**config.mk**
```make
export PLATFORM = sky130hd
export DESIGN_NAME = eightbit
export DESIGN_NICKNAME = d
export VERILOG_FILES = /design/src/hw/isa_pkg.sv /design/src/hw/bus_pkg.sv /design/src/hw/fetch.sv /design/src/hw/decode.sv /design/src/hw/exec.sv /design/src/hw/writeback.sv /design/src/hw/eightbit.sv
export VERILOG_INCLUDE_DIRS = /design/src /design/src/hw
export SDC_FILE = /design/constraint.sdc
export NUM_CORES = 1
export LEC_CHECK = 0
export ABC_AREA = 1
export BUFFER_PORTS_ARGS = -buffer_cell sky130_fd_sc_hd__buf_2
export CELL_PAD_IN_SITES_DETAIL_PLACEMENT = 0
export CELL_PAD_IN_SITES_GLOBAL_PLACEMENT = 2
export CORE_MARGIN = 2
export CORE_UTILIZATION = 30
export CTS_BUF_LIST = sky130_fd_sc_hd__clkbuf_8
export CTS_CLUSTER_SIZE = 40
export DETAILED_ROUTE_END_ITERATION = 12
export PLACE_DENSITY_LB_ADDON = 0.15
export RECOVER_POWER = 100
export SYNTH_ARGS = -nofsm -noshare
export SYNTH_HDL_FRONTEND = slang
export SYNTH_SLANG_ARGS = --single-unit
```
**constraint.sdc**
```tcl
create_clock -name clk -period 11.5 [get_ports clk]
set_input_delay 0.575 -clock clk [delete_from_list [all_inputs] [get_ports clk]]
set_output_delay 0.575 -clock clk [all_outputs]
set_load 0.03 [all_outputs]
```
**src/hw/cpu_params.svh**
```systemverilog
`ifndef CPU_PARAMS_SVH
`define CPU_PARAMS_SVH

// byte wide datapath, registers and addresses share this width
`define CPU_DATA_W 8

// instructions are two bytes, stored big-endian in memory
`define CPU_INST_W 16

// r0 to r15, addressed by one nibble of the instruction
`define CPU_NUM_REGS 16

`define CPU_RESET_PC 8'h00  // first fetch reads the high byte here

`endif

```
**src/hw/isa_pkg.sv**
```systemverilog
`default_nettype none

`include "cpu_params.svh"

package isa_pkg;

    typedef enum logic [3:0] {
        OP_JMP  = 4'd0,  // pc = ra
        OP_LOD  = 4'd1,  // ra = mem[rb]
        OP_STR  = 4'd2,  // mem[rb] = ra
        OP_ADD  = 4'd3,  // ra = rb + rc
        OP_ADDI = 4'd4,  // ra = ra + imm
        OP_LODI = 4'd5,  // ra = imm
        OP_NAND = 4'd6,  // ra = ~(rb & rc)
        OP_JEQZ = 4'd7   // pc = rb if ra is zero
    } opcode_e;

    typedef struct packed {
        opcode_e                          op;
        logic [$clog2(`CPU_NUM_REGS)-1:0] dest;
        logic [$clog2(`CPU_NUM_REGS)-1:0] src_a;
        logic [$clog2(`CPU_NUM_REGS)-1:0] src_b;  // memory address register for LOD and STR
        logic [`CPU_DATA_W-1:0]           imm;
        logic                             writes_reg;
    } decoded_t;

endpackage

`default_nettype wire

```
**src/hw/bus_pkg.sv**
```systemverilog
`default_nettype none

`include "cpu_params.svh"

package bus_pkg;

    // one request toward external memory, held until mem_ready
    typedef struct packed {
        logic                   req;
        logic                   we;
        logic [`CPU_DATA_W-1:0] addr;
        logic [`CPU_DATA_W-1:0] wdata;
    } mem_req_t;

    // encoded as {en, ready} of a stage
    typedef enum logic [1:0] {
        IDLE      = 2'b00,
        RESETTING = 2'b01,  // en already dropped, ready falls next cycle
        BUSY      = 2'b10,
        COMPLETE  = 2'b11
    } stage_state_e;

endpackage

`default_nettype wire

```
**src/hw/fetch.sv**
```systemverilog
`timescale 1ns/1ps
`default_nettype none

`include "cpu_params.svh"

module fetch (
    input  wire                    clk,
    input  wire                    rst,
    input  wire                    en,
    input  wire [`CPU_DATA_W-1:0]  pc,
    input  wire                    mem_ready,
    input  wire [`CPU_DATA_W-1:0]  mem_rdata,
    output logic                   mem_req,
    output logic [`CPU_DATA_W-1:0] mem_addr,
    output logic [`CPU_INST_W-1:0] inst,
    output logic                   ready
);
    typedef enum logic [1:0] {F_IDLE, F_HI, F_LO, F_DONE} fetch_state_e;

    fetch_state_e           state;
    logic [`CPU_DATA_W-1:0] base;  // address of the high byte, stable for the whole access
    logic                   abort;  // en fell while a read was still on the bus
    logic                   drop;

    assign drop     = abort || !en;
    assign mem_req  = (state == F_HI) || (state == F_LO);
    assign mem_addr = (state == F_LO) ? base + 1'b1 : base;
    assign ready    = (state == F_DONE);

    always_ff @(posedge clk or posedge rst) begin
        if (rst) begin
            state <= F_IDLE;
            abort <= 1'b0;
        end else begin
            case (state)
                F_IDLE: begin
                    abort <= 1'b0;
                    if (en) begin
                        state <= F_HI;
                    end
                end
                F_HI, F_LO: begin
                    if (!en) begin
                        abort <= 1'b1;  // the current byte still completes on the bus
                    end
                    if (mem_ready) begin
                        if (drop) begin
                            state <= F_IDLE;
                        end else begin
                            state <= (state == F_HI) ? F_LO : F_DONE;
                        end
                    end
                end
                default: begin
                    if (!en) begin
                        state <= F_IDLE;
                    end
                end
            endcase
        end
    end

    always_ff @(posedge clk) begin
        if (state == F_IDLE && en) begin
            base <= pc;
        end
        if (state == F_HI && mem_ready) begin
            inst[`CPU_INST_W-1 -: `CPU_DATA_W] <= mem_rdata;
        end
        if (state == F_LO && mem_ready) begin
            inst[`CPU_DATA_W-1:0] <= mem_rdata;
        end
    end

endmodule

`default_nettype wire

```
**src/hw/decode.sv**
```systemverilog
`timescale 1ns/1ps
`default_nettype none

`include "cpu_params.svh"

module decode (
    input  wire                   clk,
    input  wire                   rst,
    input  wire                   en,
    input  wire [`CPU_INST_W-1:0] inst,
    output isa_pkg::decoded_t     dec,
    output logic                  ready
);
    import isa_pkg::*;

    opcode_e                          op;
    logic [$clog2(`CPU_NUM_REGS)-1:0] ra, rb, rc;
    logic [$clog2(`CPU_NUM_REGS)-1:0] src_a, src_b;
    logic                             writes;

    assign op = opcode_e'(inst[15:12]);
    assign ra = inst[11:8];
    assign rb = inst[7:4];
    assign rc = inst[3:0];

    // ra and rb cover STR, JEQZ, JMP, ADDI and LOD, whose address sits in rb
    always_comb begin
        src_a  = ra;
        src_b  = rb;
        writes = 1'b0;
        case (op)
            OP_ADD, OP_NAND: begin
                src_a  = rb;
                src_b  = rc;
                writes = 1'b1;
            end
            OP_LOD, OP_ADDI, OP_LODI: writes = 1'b1;
            default: writes = 1'b0;
        endcase
    end

    always_ff @(posedge clk or posedge rst) begin
        if (rst) begin
            ready <= 1'b0;
        end else begin
            ready <= en;  // one cycle to decode, falls one cycle after en
        end
    end

    always_ff @(posedge clk) begin
        if (en && !ready) begin
            dec.op         <= op;
            dec.dest       <= ra;
            dec.src_a      <= src_a;
            dec.src_b      <= src_b;
            dec.imm        <= inst[`CPU_DATA_W-1:0];
            dec.writes_reg <= writes;
        end
    end

endmodule

`default_nettype wire

```
**src/hw/exec.sv**
```systemverilog
`timescale 1ns/1ps
`default_nettype none

`include "cpu_params.svh"

module exec (
    input  wire                    clk,
    input  wire                    rst,
    input  wire                    en,
    input  wire isa_pkg::decoded_t dec,
    input  wire [`CPU_DATA_W-1:0]  opa,
    input  wire [`CPU_DATA_W-1:0]  opb,
    input  wire [`CPU_DATA_W-1:0]  pc,
    input  wire                    mem_ready,
    input  wire [`CPU_DATA_W-1:0]  mem_rdata,
    output bus_pkg::mem_req_t      mem,
    output logic [`CPU_DATA_W-1:0] result,
    output logic [`CPU_DATA_W-1:0] branch_pc,
    output logic                   flush,
    output logic                   ready
);
    import isa_pkg::*;

    typedef enum logic [1:0] {E_IDLE, E_MEM, E_DONE} exec_state_e;

    exec_state_e state;
    logic        taken;
    logic        is_mem;

    assign is_mem = (dec.op == OP_LOD) || (dec.op == OP_STR);
    assign ready  = (state == E_DONE);
    assign flush  = ready && taken;

    // top level holds dec and the operands steady while this stage is enabled
    assign mem.req   = (state == E_MEM);
    assign mem.we    = (state == E_MEM) && (dec.op == OP_STR);
    assign mem.addr  = opb;
    assign mem.wdata = opa;

    always_ff @(posedge clk or posedge rst) begin
        if (rst) begin
            state <= E_IDLE;
            taken <= 1'b0;
        end else begin
            case (state)
                E_IDLE: begin
                    if (en) begin
                        state <= is_mem ? E_MEM : E_DONE;
                        taken <= (dec.op == OP_JMP) || (dec.op == OP_JEQZ && opa == '0);
                    end
                end
                E_MEM: begin
                    if (mem_ready) begin
                        state <= E_DONE;
                    end
                end
                default: begin
                    if (!en) begin
                        state <= E_IDLE;
                    end
                end
            endcase
        end
    end

    always_ff @(posedge clk) begin
        if (state == E_IDLE && en) begin
            case (dec.op)
                OP_ADD:  result <= opa + opb;
                OP_ADDI: result <= opa + dec.imm;
                OP_LODI: result <= dec.imm;
                OP_NAND: result <= ~(opa & opb);
                default: result <= opa;
            endcase
            case (dec.op)
                OP_JMP:  branch_pc <= opa;
                OP_JEQZ: branch_pc <= (opa == '0) ? opb : pc;
                default: branch_pc <= pc;  // pc already points past this instruction
            endcase
        end
        if (state == E_MEM && mem_ready) begin
            result <= mem_rdata;  // only LOD writes it back
        end
    end

endmodule

`default_nettype wire

```
**src/hw/writeback.sv**
```systemverilog
`timescale 1ns/1ps
`default_nettype none

`include "cpu_params.svh"

module writeback (
    input  wire                                 clk,
    input  wire                                 rst,
    input  wire                                 en,
    input  wire                                 we,
    input  wire [$clog2(`CPU_NUM_REGS)-1:0]     waddr,
    input  wire [`CPU_DATA_W-1:0]               wdata,
    input  wire [$clog2(`CPU_NUM_REGS)-1:0]     raddr_a,
    input  wire [$clog2(`CPU_NUM_REGS)-1:0]     raddr_b,
    output logic [`CPU_DATA_W-1:0]              rdata_a,
    output logic [`CPU_DATA_W-1:0]              rdata_b,
    output logic                                ready
);
    logic [`CPU_DATA_W-1:0] regs [`CPU_NUM_REGS];

    // operands are read only while execute and writeback are idle
    assign rdata_a = regs[raddr_a];
    assign rdata_b = regs[raddr_b];

    always_ff @(posedge clk or posedge rst) begin
        if (rst) begin
            ready <= 1'b0;
            for (int i = 0; i < `CPU_NUM_REGS; i++) begin
                regs[i] <= '0;
            end
        end else begin
            ready <= en;
            if (en && !ready && we) begin
                regs[waddr] <= wdata;  // single write per enable
            end
        end
    end

endmodule

`default_nettype wire

```
**src/hw/eightbit.sv**
```systemverilog
`timescale 1ns/1ps
`default_nettype none

`include "cpu_params.svh"

module eightbit (
    input  wire                   clk,
    input  wire                   rst,
    input  wire                   mem_ready,
    input  wire [`CPU_DATA_W-1:0] mem_rdata,
    output bus_pkg::mem_req_t     mem
);
    import isa_pkg::*;
    import bus_pkg::*;

    logic [`CPU_DATA_W-1:0] pc;
    logic [`CPU_DATA_W-1:0] dec_pc;  // address after the instruction sitting in decode
    logic [`CPU_DATA_W-1:0] exec_pc;

    logic                   fetch_en, fetch_ready, fetch_mem_req, fetch_mem_ready;
    logic                   fetch_hold;  // fetch owns the bus until its second byte
    logic [`CPU_DATA_W-1:0] fetch_addr;
    logic [`CPU_INST_W-1:0] fetch_inst;

    logic                   decode_en, decode_ready;
    logic [`CPU_INST_W-1:0] decode_inst;
    decoded_t               decode_out;

    logic                   exec_en, exec_ready, exec_flush, exec_mem_ready;
    decoded_t               exec_dec;
    logic [`CPU_DATA_W-1:0] exec_opa, exec_opb, exec_result, exec_branch_pc;
    mem_req_t               exec_mem;

    logic                             wb_en, wb_ready, wb_we;
    logic [$clog2(`CPU_NUM_REGS)-1:0] wb_waddr;
    logic [`CPU_DATA_W-1:0]           wb_wdata, rdata_a, rdata_b;

    stage_state_e fetch_st, decode_st, exec_st, wb_st;
    logic         take_fetch, take_decode, take_exec, grant_exec;

    function automatic logic can_start(input stage_state_e st);
        return (st == IDLE) || (st == RESETTING);
    endfunction

    assign fetch_st  = stage_state_e'({fetch_en, fetch_ready});
    assign decode_st = stage_state_e'({decode_en, decode_ready});
    assign exec_st   = stage_state_e'({exec_en, exec_ready});
    assign wb_st     = stage_state_e'({wb_en, wb_ready});

    assign take_fetch  = (fetch_st == COMPLETE) && (decode_st == IDLE);
    assign take_decode = (decode_st == COMPLETE) && can_start(exec_st) && can_start(wb_st);
    assign take_exec   = (exec_st == COMPLETE) && can_start(wb_st);

    fetch u_fetch (
        .clk(clk), .rst(rst), .en(fetch_en), .pc(pc),
        .mem_ready(fetch_mem_ready), .mem_rdata(mem_rdata),
        .mem_req(fetch_mem_req), .mem_addr(fetch_addr), .inst(fetch_inst), .ready(fetch_ready)
    );

    decode u_decode (
        .clk(clk), .rst(rst), .en(decode_en), .inst(decode_inst),
        .dec(decode_out), .ready(decode_ready)
    );

    exec u_exec (
        .clk(clk), .rst(rst), .en(exec_en), .dec(exec_dec),
        .opa(exec_opa), .opb(exec_opb), .pc(exec_pc),
        .mem_ready(exec_mem_ready), .mem_rdata(mem_rdata), .mem(exec_mem),
        .result(exec_result), .branch_pc(exec_branch_pc), .flush(exec_flush),
        .ready(exec_ready)
    );

    writeback u_writeback (
        .clk(clk), .rst(rst), .en(wb_en), .we(wb_we), .waddr(wb_waddr), .wdata(wb_wdata),
        .raddr_a(decode_out.src_a), .raddr_b(decode_out.src_b),
        .rdata_a(rdata_a), .rdata_b(rdata_b), .ready(wb_ready)
    );

    assign grant_exec = exec_mem.req && !fetch_hold;

    always_comb begin
        mem             = '0;
        fetch_mem_ready = 1'b0;
        exec_mem_ready  = 1'b0;
        if (grant_exec) begin
            mem            = exec_mem;
            exec_mem_ready = mem_ready;
        end else if (fetch_mem_req) begin
            mem.req         = 1'b1;
            mem.addr        = fetch_addr;
            fetch_mem_ready = mem_ready;
        end
    end

    always_ff @(posedge clk or posedge rst) begin
        if (rst) begin
            fetch_hold <= 1'b0;
            pc         <= `CPU_RESET_PC;
            fetch_en   <= 1'b0;
            decode_en  <= 1'b0;
            exec_en    <= 1'b0;
            wb_en      <= 1'b0;
        end else begin
            fetch_hold <= fetch_mem_req && !grant_exec;
            if (can_start(fetch_st)) begin
                fetch_en <= 1'b1;
            end
            if (take_fetch) begin
                fetch_en  <= 1'b0;
                decode_en <= 1'b1;
                pc        <= pc + 2'd2;
            end
            if (take_decode) begin
                decode_en <= 1'b0;
                exec_en   <= 1'b1;
            end
            if (take_exec) begin
                exec_en <= 1'b0;
                if (exec_flush) begin
                    pc        <= exec_branch_pc;  // overrides any hand-off in this cycle
                    fetch_en  <= 1'b0;
                    decode_en <= 1'b0;
                end else begin
                    wb_en <= 1'b1;
                end
            end
            if (wb_st == COMPLETE) begin
                wb_en <= 1'b0;
            end
        end
    end

    always_ff @(posedge clk) begin
        if (take_fetch) begin
            decode_inst <= fetch_inst;
            dec_pc      <= pc + 2'd2;
        end
        if (take_decode) begin
            exec_dec <= decode_out;
            exec_opa <= rdata_a;
            exec_opb <= rdata_b;
            exec_pc  <= dec_pc;
        end
        if (take_exec && !exec_flush) begin
            wb_we    <= exec_dec.writes_reg;
            wb_waddr <= exec_dec.dest;
            wb_wdata <= exec_result;
        end
    end

endmodule

`default_nettype wire

```
==> Word level (Yosys, flattened, before mapping) <==
Cells that the tools add are included.
{ "word_totals": {"word_cells": 204, "out_inout_bits": 18, "ff_bits": 292} }
{ "op_classes": {"reduce_logical": 52, "mux": 56, "addsub": 4, "eq_ne": 32, "bitwise": 5, "magnitude_cmp": 4} }
{ "ops": {"columns": ["operator", "count"], "rows": [
  ["$bwmux 128", 1],
  ["$mux 8", 15],
  ["$bmux 8 s4", 2],
  ["$demux 8 s4", 1],
  ["$pmux 8 s4", 1],
  ["$eq 4x3->1 const B", 7],
  ["$mux 1", 22],
  ["$logic_and 1x1->1", 19],
  ["$add 8x8->8", 2],
  ["$mux 2", 8],
  ["$pmux 8 s2", 1],
  ["$ge 5x5->1 const B", 3],
  ["$not 4->5", 3],
  ["$eq 2x2->1 const B", 7],
  ["$eq 4x2->1 const B", 3],
  ["$logic_not 2->1", 6],
  ["$eq 2x1->1 const B", 5],
  ["$add 8x1->8 const B", 1],
  ["$add 8x2->8 const B", 1],
  ["$and 8x8->8", 1],
  ["$eq 4x1->1 const B", 2],
  ["$logic_not 8->1", 1],
  ["$mux 4", 2],
  ["$not 8->8", 1],
  ["other kinds (14)", 38]
]} }

==> Logic depth before layout (Yosys ltp) <==
{ "logic_depth": {"ltp_word": 8, "mapped_depth": 18, "depth_no_buf": 17} }

==> Modules after synthesis <==
Synthesis repeated with hierarchy kept, for this count alone.
{ "unflattened": {"hier_cells": 1829, "hier_area_um2": 15179.6} }
{ "modules_own_cells": {"columns": ["module", "cells_per_inst", "area_each_um2", "n_inst", "seq_area_each_um2"], "rows": [
  ["writeback", 1136, 7514.7, 1, 3228.1],
  ["eightbit", 255, 3593.4, 1, 2907.8],
  ["exec", 275, 1901.8, 1, 555.5],
  ["fetch", 97, 1189.9, 1, 795.8],
  ["decode", 66, 979.7, 1, 775.7]
]} }

==> Worst setup path before layout <==
OpenSTA, ideal clock, no wires.
{ "synth_path": {"kind": "reg-to-reg", "from": "register wb_en", "to": "register exec_dec[0] in the netlist's numbering, enable pin", "setup_time_ns": 0.548, "period_less_slack_ns": 5.129, "required_time_ns": 10.952, "path_stages_with_launch": 2, "path_buffers": 0, "slack_ns": 6.371, "t_arrival_ns": 4.581, "path_cell_list": "dfrtp_1 -> nor4_1"} }
{ "synth_via": {"elab_chain_cells": 3, "elab_cells_between_ends": 4} }
{ "synth_rtl": {"columns": ["item", "line_no", "rtl"], "rows": [
  ["start, declared", "eightbit.sv:34", "logic wb_en, wb_ready, wb_we;"],
  ["start signal, assigned", "eightbit.sv:102", "wb_en <= 1'b0;"],
  ["start signal, assigned", "eightbit.sv:124", "wb_en <= 1'b1;"],
  ["start signal, assigned", "eightbit.sv:128", "wb_en <= 1'b0;"],
  ["$eq 2x1->1 or $logic_not 2->1 (tied branches)", "eightbit.sv:42", "return (st == IDLE) || (st == RESETTING);"],
  ["$logic_or 1x1->1 (*)", "eightbit.sv:42", null],
  ["$logic_and 1x1->1 (*)", "eightbit.sv:51", "assign take_decode = (decode_st == COMPLETE) && can_start(exec_st) && can_start(wb_st);"],
  ["net take_decode", "eightbit.sv:39", "logic take_fetch, take_decode, take_exec, grant_exec;"],
  ["end signal, assigned", "eightbit.sv:139", "exec_dec <= decode_out;"],
  ["end, declared", "eightbit.sv:30", "decoded_t exec_dec;"]
]} }
Mark *: on every way through the listed nets, which the timed path passes. The rest lies on a longest branch.
A chain may end at the register's enable or synchronous reset.

==> flow_summary.json <==
{
  "status": "finished with violations",
  "violations": "capacitance limit, slew limit",
  "clock-sinks": 292,
  "worstPathArrival_ns": 5.75,
  "tightest_slew_ns": 4.10,
  "placed_area_sq_um": 14500,
  "htree_levels": 2,
  "ys_seq_area_share_pct": 58.0,
  "worstPathRequired_ns": 11.39,
  "fin_cells": 2163,
  "r2r_start": "u_decode.dec[9]",
  "design_area_sq_um": 15400,
  "period_minus_slack_ns": 5.86,
  "async_flop_share_pct": 51.0,
  "cts_inserted_buffers": 55,
  "cts-root-buf": "clkbuf_8",
  "die_h_um": 219,
  "routed_wl_mm": 44.4,
  "synth_top_area_share_pct": 31.1,
  "rsz0062_at_grt": "false",
  "cts_post_setup_buffers_inserted": 0,
  "hold_viol_final": 0,
  "synth-seq-cells": 292,
  "cellLeakagePower_nw": 6.32,
  "coreArea_sq_um": 45500,
  "cts_hold_buf": 0,
  "path_clk_slew_ns": 0.06,
  "die_x_um": 219,
  "rows": 78,
  "fin_tns_setup_ns": 0,
  "synth-main-ff-cell": "dfrtp_1",
  "maxCapViolCount": 7,
  "port_buffers": 28,
  "ir_worst_vdd_mv": 0.127,
  "relSlewSlack_pct": -174,
  "globalRoute.totalOverflow": 0,
  "drc": 0,
  "crit_chain": "buf_2, clkinvlp_2, clkbuf_1",
  "avgSynthCellArea_sq_um": 9.18,
  "dr.first_iter.drc_count": 999,
  "syn_inst": 1506,
  "critPathLaunchType": "input port",
  "hold_start": "mem_rdata[1]",
  "ioPinCount": 29,
  "synth_warnings": 0,
  "grt_pass1_wl_mm": 67.6,
  "power_density_nw_per_um2": 244,
  "slowest_delay_ns": 2.73,
  "fill_cells": 4828,
  "maxSlewViolCount": 333,
  "ys_top_cells_by_area": "edfxtp_1 31%, dfrtp_1 27%, o21ai_0 9.0%, nand2_1 8.8%, a21oi_1 4.5%",
  "cts_resized": 0,
  "finalSetupViolations": 0,
  "dp_cells": 2067,
  "syn_nets": 1531,
  "grt_max_degree": 103,
  "hpwl_mm": 28.7,
  "cts_tree": "yes",
  "worstSetupPathType": "in -> async",
  "ys_types": 39,
  "place.gp.congestion": 0.774,
  "firstDrtPassIters": 5,
  "antenna_found_initial": 0,
  "syn_to_final_growth_pct": 11.3,
  "path_max_fanout": 86,
  "cts_max_path_buffers": 3,
  "clk_latency_ns": 0.66,
  "power_w": 0.00376,
  "vias_per_cell": 4.91,
  "grt_pass1_vias": 10306,
  "vias": 10629,
  "fin_worst_skew_ns": 0.0391,
  "nets": 1549,
  "synth_top_area_cell": "edfxtp_1",
  "die_area_sq_um": 47800,
  "ff_latch_area_sq_um": 8020,
  "drive_gt1_share_pct": 5.25,
  "startpoint": "rst",
  "detail-route-antenna-nets": 0,
  "wl_per_cell_um": 20.5,
  "netlist_area_sq_um": 13800,
  "synth_edf_count": 143,
  "grtUsageTotal_pct": 19.2,
  "multiInputGateArea_sq_um": 4780,
  "fin_crit_sh_pct": 51.0,
  "place_ws_ns": 8.49,
  "synth_most_common_cell": "nand2_1",
  "crit_slowest_cell": "clkbuf_1",
  "hp-class": "in -> reg",
  "start_util_pct": 30.4,
  "end_kind": "asynchronous set/reset pin",
  "fmax_mhz": 171,
  "worst_slack_ns": 5.64,
  "synth.top_cells.by_count": "324 x nand2_1, 250 x o21ai_0, 161 x inv_1, 149 x dfrtp_1, 143 x edfxtp_1"
}
[metrics by stage]
step	util, %	hold WS [ns]
after floorplan	-	0.354
after global placement	31.8	0.355
after detailed placement	31.8	0.359
after CTS	34.1	0.0924
after global routing	33.8	0.218
final	33.8	0.254
[logic make-up after synthesis]
group                    count (synthesis)  share of synthesized area (%)
AND/OR/NAND/NOR                        483                           14.6
buffers and inverters                  242                           6.98
AO/OA/AOI/OAI                          465                           18.5
adder cells (fa/ha/maj)                 14                           1.32
XOR/XNOR                                10                          0.633
flip-flops                             292                           58.0
[layout by cell type, fill, tap and decap left out, types with 3 or more instances in the layout]
cell type,n
a211oi_1,5
a21oi_1,125
a22oi_1,3
a31oi_1,5
buf_4,5
clkbuf_1,33
clkbuf_8,61
clkinv_2,4
dfrtp_1,149
edfxtp_1,143
ha_1,13
inv_1,185
nand2_1,325
nand3_1,73
nand3b_1,4
nand4_1,5
nor2_1,64
nor3_1,4
nor4_1,3
o211ai_1,38
o21ai_0,254
o221ai_1,22
o22ai_1,7
o32ai_1,3
xnor2_1,3
xor2_1,7
[final timing paths]
path                                          to  slack (ns)  cells after the start
max                         u_writeback.regs[51]        5.64                      3
min                              u_fetch.inst[1]        0.25                      1
max reg2reg                          exec_opb[2]        6.33                      5
min reg2reg                       u_decode.ready        0.37                      0
max in group clk                     exec_opb[2]        6.33                      5
min in group asynchronous  u_writeback.regs[120]        1.16                      2
[critical path, delay by kind of cell]
| kind | cells | cell delay [ns] |
|---|---|---|
| buf+inv | 3 | 5.07 |
[state kept, by name (all words and copies together) (netlist names), 2 cells and up]
signal            cells
dec_pc                8
decode_inst          16
exec_dec             17
exec_opa              8
exec_opb              8
exec_pc               8
pc                    8
u_decode.dec         25
u_exec.branch_pc      8
u_exec.result         8
u_exec.state          2
u_fetch.base          8
u_fetch.inst         16
u_fetch.state         2
u_writeback.regs    128
wb_waddr              4
wb_wdata              8
[cell type report]
class	count	area share, %
Inverter	163	3.99
Antenna cell	1	0.0163
Sequential cell	292	52.1
Multi-Input combinational cell	972	31.1
Clock buffer	61	5.46
Clock inverter	34	1.33
Tap cell	600	4.88
Timing Repair Buffer	40	1.11
[report_power, final]
| group | internal [W] | leakage, nW | switching (W) |
|---|---|---|---|
| Clock | 0.000527 | 0.620 | 0.000459 |
| Sequential | 0.00146 | 3.32 | 0.000198 |
| Combinational | 0.000327 | 2.39 | 0.000787 |
[layer usage]
metal	vias to the layer above	GRT usage [%]	share of wire [%]
met4	0	5.61	2.4
met3	76	4.01	5.4
li1	5212	-	-
met5	-	0	0
met1	5098	28.2	49
met2	243	28.1	43
(Power assumes the default switching activity.)
